<file path="config.mk">
export PLATFORM = sky130hd
export DESIGN_NAME = csum_top
export DESIGN_NICKNAME = d
export VERILOG_FILES = /design/src/design/csum_pkg.sv /design/src/design/prefix_and_or.sv /design/src/design/eac_adder.sv /design/src/design/lane_sum.sv /design/src/design/csum_fold.sv /design/src/design/csum_frontend.sv /design/src/design/csum_top.sv
export SDC_FILE = /design/constraint.sdc
export NUM_CORES = 1
export LEC_CHECK = 0
export BUFFER_PORTS_ARGS = -buffer_cell sky130_fd_sc_hd__clkbuf_2
export CAP_MARGIN = 20
export CORE_ASPECT_RATIO = 0.5
export CORE_MARGIN = 3
export CORE_UTILIZATION = 43
export DETAILED_ROUTE_END_ITERATION = 10
export GPL_TIMING_DRIVEN = 0
export SLEW_MARGIN = 10
export SYNTH_ARGS = -nofsm -noshare
export SYNTH_HDL_FRONTEND = slang
export SYNTH_SLANG_ARGS = --single-unit
</file>
<file path="constraint.sdc">
create_clock -name clk -period 3.31 [get_ports clk]
set_clock_uncertainty 0.2 [all_clocks]
set_input_delay 0.4965 -clock clk [delete_from_list [all_inputs] [get_ports clk]]
set_output_delay 0.4965 -clock clk [all_outputs]
set_load 0.01 [all_outputs]
</file>
<file path="src/design/csum_pkg.sv">
package csum_pkg;

	localparam int WORD_W = 32;   // input word
	localparam int CSUM_W = 16;   // checksum and lane width

	// prefix network structure
	typedef enum logic [1:0] {
		SLOW   = 2'b00,   // serial chain
		MEDIUM = 2'b01,   // brent-kung
		FAST   = 2'b10    // sklansky
	} speed_e;

	localparam speed_e PREFIX_SPEED = FAST;

	// frontend fsm codes
	localparam logic [1:0] ST_IDLE     = 2'd0;
	localparam logic [1:0] ST_ACK      = 2'd1;   // word taken, step out
	localparam logic [1:0] ST_WAIT_REL = 2'd2;   // waiting for in_req to drop

	// one input word, bytes for masking or half-words for the lanes
	typedef union packed {
		logic [WORD_W/8-1:0][7:0] bytes;   // byte 3 first on the wire
		struct packed {
			logic [CSUM_W-1:0] hi;
			logic [CSUM_W-1:0] lo;
		} half;
	} word_u;

endpackage

</file>
<file path="src/design/prefix_and_or.sv">
`timescale 1ns/1ns

module prefix_and_or #(
	parameter int              width = 16,              // operand width
	parameter csum_pkg::speed_e speed = csum_pkg::FAST  // structure select
) (
	input  logic [width-1:0] gi,   // bit generate
	input  logic [width-1:0] pi,   // bit propagate
	output logic [width-1:0] go,   // group generate, bits j..0
	output logic [width-1:0] po    // group propagate, bits j..0
);

	if (speed == csum_pkg::FAST) begin : g_sklansky
		// log2 levels, fanout doubles per level
		logic [$clog2(width):0][width-1:0] gt, pt;

		assign gt[0] = gi;
		assign pt[0] = pi;

		for (genvar l = 1; l <= $clog2(width); l++) begin : g_lvl
			for (genvar j = 0; j < width; j++) begin : g_bit
				// upper half of each 2^l block takes the last bit of the lower half
				if (((j >> (l - 1)) % 2) == 1) begin : g_black
					assign gt[l][j] = gt[l-1][j]
						| (pt[l-1][j] & gt[l-1][((j >> (l - 1)) << (l - 1)) - 1]);
					assign pt[l][j] = pt[l-1][j]
						& pt[l-1][((j >> (l - 1)) << (l - 1)) - 1];
				end else begin : g_white
					assign gt[l][j] = gt[l-1][j];   // pass through
					assign pt[l][j] = pt[l-1][j];
				end
			end
		end

		assign go = gt[$clog2(width)];
		assign po = pt[$clog2(width)];
	end else if (speed == csum_pkg::MEDIUM) begin : g_brent_kung
		logic [$clog2(width):0][width-1:0] ug, up;   // up-sweep levels
		logic [$clog2(width):1][width-1:0] dg, dp;   // down-sweep, index by span

		assign ug[0] = gi;
		assign up[0] = pi;

		// up-sweep: bit 2^l-1 of each block combines both halves
		for (genvar l = 1; l <= $clog2(width); l++) begin : g_up
			for (genvar j = 0; j < width; j++) begin : g_bit
				if (((j + 1) % (2 ** l)) == 0) begin : g_black
					assign ug[l][j] = ug[l-1][j] | (up[l-1][j] & ug[l-1][j - 2**(l-1)]);
					assign up[l][j] = up[l-1][j] & up[l-1][j - 2**(l-1)];
				end else begin : g_white
					assign ug[l][j] = ug[l-1][j];
					assign up[l][j] = up[l-1][j];
				end
			end
		end

		assign dg[$clog2(width)] = ug[$clog2(width)];
		assign dp[$clog2(width)] = up[$clog2(width)];

		// down-sweep fills the middle of each span from its finished left edge
		for (genvar d = $clog2(width) - 1; d >= 1; d--) begin : g_dn
			for (genvar j = 0; j < width; j++) begin : g_bit
				if (((j + 1) % (2 ** d)) == 2 ** (d - 1) && (j + 1) > 2 ** d) begin : g_black
					assign dg[d][j] = dg[d+1][j] | (dp[d+1][j] & dg[d+1][j - 2**(d-1)]);
					assign dp[d][j] = dp[d+1][j] & dp[d+1][j - 2**(d-1)];
				end else begin : g_white
					assign dg[d][j] = dg[d+1][j];
					assign dp[d][j] = dp[d+1][j];
				end
			end
		end

		assign go = dg[1];
		assign po = dp[1];
	end else begin : g_serial
		// ripple chain, smallest area
		logic [width-1:0] gt, pt;

		assign gt[0] = gi[0];
		assign pt[0] = pi[0];

		for (genvar j = 1; j < width; j++) begin : g_bit
			assign gt[j] = gi[j] | (pi[j] & gt[j-1]);
			assign pt[j] = pi[j] & pt[j-1];
		end

		assign go = gt;
		assign po = pt;
	end

endmodule

</file>
<file path="src/design/eac_adder.sv">
`timescale 1ns/1ns

module eac_adder #(
	parameter int               width = 16,
	parameter csum_pkg::speed_e speed = csum_pkg::FAST
) (
	input  logic [width-1:0] a,
	input  logic [width-1:0] b,
	output logic [width-1:0] sum   // ones'-complement sum
);

	logic [width-1:0] g, p;     // bit generate / propagate
	logic [width-1:0] gt, pt;   // group terms, no carry-in
	logic [width-2:0] gc;       // carries with end-around carry folded in
	logic             cout;

	assign g = a & b;
	assign p = a ^ b;

	prefix_and_or #(
		.width(width),
		.speed(speed)
	) prefix0 (
		.gi(g),
		.pi(p),
		.go(gt),
		.po(pt)
	);

	// top group generate, independent of carry-in
	assign cout = gt[width-1];

	// one extra level brings cout back in as carry-in
	assign gc = gt[width-2:0] | (pt[width-2:0] & {(width - 1){cout}});

	// carry into bit 0 is cout itself
	assign sum = p ^ {gc, cout};

endmodule

</file>
<file path="src/design/lane_sum.sv">
`timescale 1ns/1ns

module lane_sum (
	input  logic                       clk,
	input  logic                       rst_n,
	input  logic                       step,    // add word this cycle
	input  logic                       clear,   // packet folded, restart
	input  logic [csum_pkg::CSUM_W-1:0] word,
	output logic [csum_pkg::CSUM_W-1:0] acc
);

	logic [csum_pkg::CSUM_W-1:0] acc_next;

	// acc + word, end-around carry
	eac_adder #(
		.width(csum_pkg::CSUM_W),
		.speed(csum_pkg::PREFIX_SPEED)
	) add0 (
		.a(acc),
		.b(word),
		.sum(acc_next)
	);

	always_ff @(posedge clk) begin
		if (!rst_n) begin
			acc <= '0;
		end else if (clear) begin
			acc <= '0;   // clear beats step
		end else if (step) begin
			acc <= acc_next;
		end
	end

endmodule

</file>
<file path="src/design/csum_fold.sv">
`timescale 1ns/1ns

module csum_fold (
	input  logic                       clk,
	input  logic                       rst_n,
	input  logic                       fold_start,
	input  logic [csum_pkg::CSUM_W-1:0] hi_acc,
	input  logic [csum_pkg::CSUM_W-1:0] lo_acc,
	output logic                       clear,       // lanes back to zero
	output logic                       fold_busy,   // output handshake open
	output logic [csum_pkg::CSUM_W-1:0] csum,
	output logic                       out_req,
	input  logic                       out_ack
);

	logic [csum_pkg::CSUM_W-1:0] both;   // lanes combined

	eac_adder #(
		.width(csum_pkg::CSUM_W),
		.speed(csum_pkg::PREFIX_SPEED)
	) add0 (
		.a(hi_acc),
		.b(lo_acc),
		.sum(both)
	);

	// result word, held through the handshake
	always_ff @(posedge clk) begin
		if (fold_start)
			csum <= ~both;
	end

	always_ff @(posedge clk) begin
		if (!rst_n) begin
			out_req   <= 1'b0;
			fold_busy <= 1'b0;
			clear     <= 1'b0;
		end else begin
			clear <= fold_start;   // one pulse, lanes already read
			if (fold_start) begin
				out_req   <= 1'b1;
				fold_busy <= 1'b1;
			end else begin
				if (out_req && out_ack)
					out_req <= 1'b0;   // sink took it
				if (fold_busy && !out_req && !out_ack)
					fold_busy <= 1'b0;   // ack released, phase 4 done
			end
		end
	end

endmodule

</file>
<file path="src/design/csum_frontend.sv">
`timescale 1ns/1ns

module csum_frontend (
	input  logic                       clk,
	input  logic                       rst_n,
	input  logic                       in_req,
	input  csum_pkg::word_u            in_data,
	input  logic                       in_last,
	input  logic [1:0]                 in_bytes,   // valid bytes of last word, 0 = 4
	output logic                       in_ack,
	input  logic                       fold_busy,
	output logic                       step,
	output logic                       fold_start,
	output logic [csum_pkg::CSUM_W-1:0] hi_word,
	output logic [csum_pkg::CSUM_W-1:0] lo_word
);

	logic [1:0]      state;
	logic            done;      // packet ended, fold not yet released
	logic            last_q;    // accepted word was the last one
	logic            accept;
	csum_pkg::word_u masked;
	csum_pkg::word_u word_q;

	// drop trailing bytes of a short last word
	always_comb begin
		masked = in_data;
		for (int b = 0; b < csum_pkg::WORD_W / 8; b++) begin
			if (in_last && in_bytes != 2'd0 && (b + int'(in_bytes)) < csum_pkg::WORD_W / 8)
				masked.bytes[b] = 8'h00;   // byte beyond the count
		end
	end

	// new word only when idle and the previous packet has left the fold stage
	assign accept = (state == csum_pkg::ST_IDLE) && in_req && !done;

	always_ff @(posedge clk) begin
		if (accept) begin
			word_q <= masked;
			last_q <= in_last;
		end
	end

	assign hi_word = word_q.half.hi;
	assign lo_word = word_q.half.lo;

	always_ff @(posedge clk) begin
		if (!rst_n) begin
			state      <= csum_pkg::ST_IDLE;
			in_ack     <= 1'b0;
			step       <= 1'b0;
			fold_start <= 1'b0;
			done       <= 1'b0;
		end else begin
			step       <= 1'b0;
			fold_start <= 1'b0;
			// fold_start still high means fold_busy not up yet
			if (done && !fold_busy && !fold_start)
				done <= 1'b0;
			case (state)
				csum_pkg::ST_IDLE: begin
					if (accept) begin
						step   <= 1'b1;
						in_ack <= 1'b1;
						state  <= csum_pkg::ST_ACK;
					end
				end
				csum_pkg::ST_ACK: begin
					fold_start <= last_q;   // lanes settle this cycle
					if (last_q)
						done <= 1'b1;
					if (!in_req) begin
						in_ack <= 1'b0;   // source already let go
						state  <= csum_pkg::ST_IDLE;
					end else begin
						state <= csum_pkg::ST_WAIT_REL;
					end
				end
				csum_pkg::ST_WAIT_REL: begin
					if (!in_req) begin
						in_ack <= 1'b0;
						state  <= csum_pkg::ST_IDLE;
					end
				end
				default: state <= csum_pkg::ST_IDLE;
			endcase
		end
	end

endmodule

</file>
<file path="src/design/csum_top.sv">
`timescale 1ns/1ns

module csum_top (
	input  logic                       clk,
	input  logic                       rst_n,
	input  logic                       in_req,
	input  csum_pkg::word_u            in_data,
	input  logic                       in_last,
	input  logic [1:0]                 in_bytes,
	output logic                       in_ack,
	output logic [csum_pkg::CSUM_W-1:0] csum,
	output logic                       out_req,
	input  logic                       out_ack
);

	logic                        step, fold_start, clear, fold_busy;
	logic [csum_pkg::CSUM_W-1:0] hi_word, lo_word;   // masked half-words
	logic [csum_pkg::CSUM_W-1:0] hi_acc, lo_acc;     // lane sums

	csum_frontend u_frontend (
		.clk(clk), .rst_n(rst_n),
		.in_req(in_req), .in_data(in_data), .in_last(in_last),
		.in_bytes(in_bytes), .in_ack(in_ack),
		.fold_busy(fold_busy), .step(step), .fold_start(fold_start),
		.hi_word(hi_word), .lo_word(lo_word)
	);

	lane_sum lane_hi (
		.clk(clk), .rst_n(rst_n), .step(step), .clear(clear),
		.word(hi_word), .acc(hi_acc)
	);

	lane_sum lane_lo (
		.clk(clk), .rst_n(rst_n), .step(step), .clear(clear),
		.word(lo_word), .acc(lo_acc)
	);

	csum_fold u_fold (
		.clk(clk), .rst_n(rst_n), .fold_start(fold_start),
		.hi_acc(hi_acc), .lo_acc(lo_acc), .clear(clear),
		.fold_busy(fold_busy), .csum(csum),
		.out_req(out_req), .out_ack(out_ack)
	);

endmodule

</file>
After elaboration in Yosys (flattened, before gate mapping)

Cells that the tools add are included.

Flip-flop bits (word level): 90
Input port bits: 39
Output and inout bits: 18
Word-level logic and storage cells: 373

$add $sub $neg: 3
$lt $le $gt $ge: 4
Equal/unequal tests: 5
Muxes and demuxes: 15
Bitwise gates (word level): 302
Reduce and logical (&&, ||, !) cells: 28

Operators with widths:

| kind                  | number |
|---|---|
| $and A1 B1 Y1         | 189 |
| $lt A32 B4 Y1 const B | 3 |
| $or A1 B1 Y1          | 96 |
| $xor A16 B16 Y16      | 6 |
| $and A16 B16 Y16      | 3 |
| $and A15 B15 Y15      | 3 |
| $or A15 B15 Y15       | 3 |
| $not A16 Y16          | 1 |
| $logic_and A1 B1 Y1   | 12 |
| $mux W1               | 10 |
| $reduce_bool A2 Y1    | 4 |
| $add A2 B2 Y3 const A | 2 |
| $mux W2               | 3 |
| $pmux W2 S3           | 1 |
| $reduce_and A2 Y1     | 3 |
| $logic_not A1 Y1      | 5 |
| $ne A2 B2 Y1 const B  | 2 |
| $reduce_or A2 Y1      | 2 |
| $add A1 B2 Y3 const A | 1 |
| $lt A2 B3 Y1 const B  | 1 |
| $reduce_and A3 Y1     | 1 |
| $eq A2 B1 Y1 const B  | 1 |
| $eq A2 B2 Y1 const B  | 1 |
| $logic_not A2 Y1      | 1 |
| 3 further kinds       | 3 |

Depth between registers and ports, before layout

Depth in word-level cells: 13
Mapped depth: 10
Gate-level depth less buffers: 10

Hierarchy

Synthesis repeated with hierarchy kept, for this count alone.

Cells, all modules: 573
Area, all modules: 5967.0 sq um

Modules (own cells, without submodules):

| module        | times used | cells an instance | area an instance (sq um) | seq. area each (sq um) |
|---|---|---|---|---|
| csum_frontend | 1          | 99                | 1493.9                   | 1111.1 |
| eac_adder     | 3          | 49                | 488.0                    | 0.0 |
| lane_sum      | 2          | 53                | 594.3                    | 320.3 |
| prefix_and_or | 3          | 60                | 395.4                    | 0.0 |
| csum_fold     | 1          | 41                | 634.4                    | 540.5 |

Worst setup path before layout

No wires, ideal clock.

Path kind: flip-flop to flip-flop
Start point: register lane_hi.acc[5] in the netlist's numbering
End point: register u_fold.csum[11] in the netlist's numbering, data pin
Setup time: 0.260 ns
Arrival time: 2.148 ns
Data required time: 2.850 ns
Slack: 0.702 ns
Cell stages (with the launch flop): 9
Buffers on the path: 0
Period minus slack after synthesis: 2.608 ns
Path through: dfxtp_1 ha_1 and4_4 and3_4 a221oi_2 a21oi_2 a31o_2 o31a_1 xnor2_1

Longest elaborated chain between the ends: 12
Elaborated cells between the ends (all ways): 20
Those cells by class: bitwise (20)

RTL lines:

| item                       | RTL line            | RTL |
|---|---|---|
| start: declaration         | lane_sum.sv:9       | `output logic [csum_pkg::CSUM_W-1:0] acc` |
| start signal: assignment   | lane_sum.sv:30      | `acc <= acc_next;` |
| $xor A16 B16 Y16           | eac_adder.sv:18     | `assign p = a ^ b;` |
| $and A1 B1 Y1              | prefix_and_or.sv:25 | `\| (pt[l-1][j] & gt[l-1][((j >> (l - 1)) << (l - 1)) - 1]);` |
| $or A1 B1 Y1               | prefix_and_or.sv:25 |  |
| $and A1 B1 Y1              | prefix_and_or.sv:25 |  |
| $or A1 B1 Y1 (2 in series) | prefix_and_or.sv:25 |  |
| $and A1 B1 Y1              | prefix_and_or.sv:25 |  |
| $or A1 B1 Y1               | prefix_and_or.sv:25 |  |
| $and A15 B15 Y15           | eac_adder.sv:34     | `assign gc = gt[width-2:0] \| (pt[width-2:0] & {(width - 1){cout}});` |
| $or A15 B15 Y15 *          | eac_adder.sv:34     |  |
| $xor A16 B16 Y16 *         | eac_adder.sv:37     | `assign sum = p ^ {gc, cout};` |
| $not A16 Y16 *             | csum_fold.sv:30     | `csum <= ~both;` |
| end signal: assignment     | csum_fold.sv:30     |  |
| end: declaration           | csum_fold.sv:11     | `output logic [csum_pkg::CSUM_W-1:0] csum,` |

Mark *: on every way between the ends. The rest lies on a longest branch, timed or not.
A chain may end at the register's enable or synchronous reset.

Final worst setup path

Start point: register lane_lo.acc[1] in the netlist's numbering
End point: register u_fold.csum[15] in the netlist's numbering, data pin

Longest elaborated chain between the ends: 13
Elaborated cells between the ends (all ways): 20
Those cells by class: bitwise (20)

RTL lines:

| item                     | RTL line |
|---|---|
| start: declaration       | lane_sum.sv:9 |
| start signal: assignment | lane_sum.sv:30 |
| $xor A16 B16 Y16         | eac_adder.sv:18 |
| $and A1 B1 Y1            | prefix_and_or.sv:25 |
| $or A1 B1 Y1             | prefix_and_or.sv:25 |
| $and A1 B1 Y1            | prefix_and_or.sv:25 |
| $or A1 B1 Y1             | prefix_and_or.sv:25 |
| $and A1 B1 Y1            | prefix_and_or.sv:25 |
| $or A1 B1 Y1             | prefix_and_or.sv:25 |
| $and A1 B1 Y1            | prefix_and_or.sv:25 |
| $or A1 B1 Y1             | prefix_and_or.sv:25 |
| $and A15 B15 Y15         | eac_adder.sv:34 |
| $or A15 B15 Y15 *        | eac_adder.sv:34 |
| $xor A16 B16 Y16 *       | eac_adder.sv:37 |
| $not A16 Y16 *           | csum_fold.sv:30 |

Marks and branches as above.

==> key figures <==
Synthesis
  • Top cells by area, synth: edfxtp_1 27%, dfxtp_1 15%, ha_1 12%, a21oi_1 3.8%, and2_1 3.5%
  • Dominant synthesized flop cell: edfxtp_1
  • Ys Warns: 0
  • Synth area leader: edfxtp_1
  • Count leader, synth: ha_1
  • Post-Syn Nets: 641
  • Cells after synthesis: 548
  • Area share of the largest cell type after synthesis: 0.268
  • Post-synthesis cell area: 5500 sq um
  • Top cells by count, synth: 51 x ha_1, 49 x edfxtp_1, 42 x a21oi_1
  • EDFF count, synth: about 50
  • Avg Cell Area, Syn: 10.0 sq um
  • Post-synth cell types: 66
  • FF+latch count, synth: 90
  • Fraction of registers with async set/reset: 0
  • Seq/Total Area, Yosys: 0.417

Power
  • Lkg Pwr: 2.52 nW
  • Pwr dens: 495 nW/um^2
  • Overall power: approximately 3.1 mW
  • Worst VDD drop: 234 uV

Worst setup path
  • Worst path max stage delay: 640 ps
  • Crit path to: u_fold.csum[15]
  • Worst setup EP type: register
  • Crit Path Category: register to register
  • Worst Path Required: about 3200 ps
  • Crit path launch type: register
  • FF-to-FF Start: lane_lo.acc[1]
  • Slowest cell on the critical path: o21ai_0
  • CP max FO: 5
  • Worst Path Arrival: 3000 ps
  • Cells along the critical path: ha_1 -> a21oi_1 -> o21ai_0 -> a221oi_2 -> a21oi_2 -> a41o_4 -> a41oi_2 -> xor2_1
  • Depth of the worst register-to-register path: 8
  • Crit. Startpoint: lane_lo.acc[1]
  • Register-to-register setup slack: 200 ps
  • Worst r2r dst: u_fold.csum[15]

Hold path
  • Worst Hold Class: primary input to register

CTS
  • Hold buffer count at CTS: 0
  • CTS tree: done
  • Clock Sinks: 90
  • Post-CTS setup buffers: 0
  • Clk root buf: clkbuf_16
  • Num CTS Buffers: 9
  • Htree depth: 3
  • Clk buf depth: 2
  • Clk slew on worst S/H paths: 60 ps
  • Skew-Pair Late Insertion Delay: 340 ps
  • Resized Gates After CTS: 0

Timing
  • Period Utilization, post-route: 0.940
  • Fin crit period: 3110 ps
  • Final hold violation count: 0
  • RSZ-0062 raised after global routing: no
  • Hold WS: 117 ps
  • Final TNS setup: 0 ps
  • Fmax: 0.322 GHz
  • Slew Viols, Final: 0
  • Max transition margin: 0.343
  • Setup violators final: 0
  • Worst slew pin tran: 984 ps

Placed design
  • PortBufs: 48
  • Hpwl dp: about 10000 um
  • Final GP Congestion: 0.886

Die
  • Die height: 86.0 um
  • Die Area: 14300 sq um
  • Core area: 12200 sq um
  • Initial Util: 0.452
  • I/O pin total: 57
  • Chip Width: 166 um
  • # rows: 28

Cells and area
  • Fin nets: 700
  • P&R area growth vs syn: 13.5%
  • Antenna Cells: 0
  • Share of cells above drive strength 1: 0.132

Global routing
  • Number of global-route vias before repair: 4123
  • Largest net degree at the start of global routing: 34
  • Antenna violations before repair: 0
  • Grt ovf: 0
  • First-pass GRT wire length: 21100 um
  • Gr usage total: 0.187

Job
  • Max cap viols: 0

Routing
  • Via density: 5.59
  • Vias post-DR: 4341
  • Total Routed Length: 13100 um
  • Routed Antenna Nets: 0
  • Wire per inst: ~17 um
  • DR DRC count: 0
  • 1st-iter DRT viols: 245
  • Router iterations before antenna repair: 5

Status
  • Status: completed
-- per-layer routing --
| metal | vias up | share of wire | GRT usage |
|---|---|---|---|
| met5 | - | 0 | 0 |
| met1 | 2047 | 0.52 | 0.275 |
| met4 | 0 | 0.014 | 0.0430 |
| met2 | 109 | 0.40 | 0.280 |
| met3 | 12 | 0.064 | 0.0447 |
| li1 | 2173 | - | - |
-- registers in the layout, summed over array words and instances (netlist names) --
name,count
u_frontend.state,2
u_frontend.done,1
u_frontend.step,1
u_frontend.last_q,1
u_fold.fold_busy,1
u_frontend.fold_start,1
lane_lo.acc,16
u_fold.clear,1
u_frontend.in_ack,1
u_fold.csum,16
u_frontend.word_q,32
lane_hi.acc,16
u_fold.out_req,1
-- cells in the final DEF, fill, tap and decap left out, types with 16 or more instances in the layout --
master / netlist / routed
and2_1: 31 / 31
nor2_1: 30 / 30
o21ai_0: 26 / 26
edfxtp_1: 49 / 49
clkbuf_1: 18 / 20
ha_1: 51 / 51
nand3_1: 16 / 16
a21oi_1: 42 / 42
nand2_1: 36 / 36
xor2_1: 18 / 18
clkbuf_2: 0 / 48
dfxtp_1: 41 / 41
inv_1: 21 / 20
-- power breakdown --
group / total (mW) / internal, mW / switching (mW)
Clock: 1.04 / 0.607 / 0.435
Combinational: 0.680 / 0.271 / 0.409
Sequential: 1.37 / 1.29 / 0.0743
-- area by class of cell --
cell class | count | area, sq um
fillers | 1129 | 5910
clock buffers | 12 | 246
repair buffers | 48 | 240
plain buffers | 18 | 67.6
well taps | 165 | 206
clock inverters | 4 | 50.0
inverters | 21 | 78.8
multi-input cells | 419 | 3060
flip-flops and latches | 90 | 2290
-- metrics by stage --
stage               setup WS (ps)  std cells   util  area, sq um
floorplan                     702        548      -         5500
global placement              389        761  0.489         5950
detailed placement            316        761  0.489         5950
CTS                           307        777  0.513         6240
global route                  120        777  0.513         6240
finish                        200        777  0.513         6240
-- how the worst min path moves through the flow --
| stage | startpoint | endpoint | slack [ps] | cells past startpoint |
|---|---|---|---|---|
| 3_5_place_dp | lane_lo.acc[10] | lane_lo.acc[10] | 270 | 2 |
| 2_1_floorplan | lane_lo.acc[10] | lane_lo.acc[10] | 250 | 2 |
| 4_1_cts | in_data[26] | u_frontend.word_q[26] | 110 | 1 |
| 5_1_grt | in_data[24] | u_frontend.word_q[24] | 110 | 1 |
| 3_3_place_gp | lane_lo.acc[10] | lane_lo.acc[10] | 270 | 2 |
| 6_report | in_data[25] | u_frontend.word_q[25] | 120 | 1 |
-- critical path, delay by kind of cell (launching register included) --
kind                       cells  cell delay, ps
AOI/OAI and AO/OA              6            1770
adders and majority gates      1             370
DFF                            1             340
xor gates and xnor gates       1             170
-- cell families after synthesis --
kind of cell / synth area share
AND/OR/NAND/NOR: 0.169
flip-flops: 0.417
XOR/XNOR: 0.0430
adder cells (fa/ha/maj): 0.127
buffers and inverters: 0.0266
multiplexers: 0.0148
AO/OA/AOI/OAI: 0.203
Power figures use the tool's default switching activity.
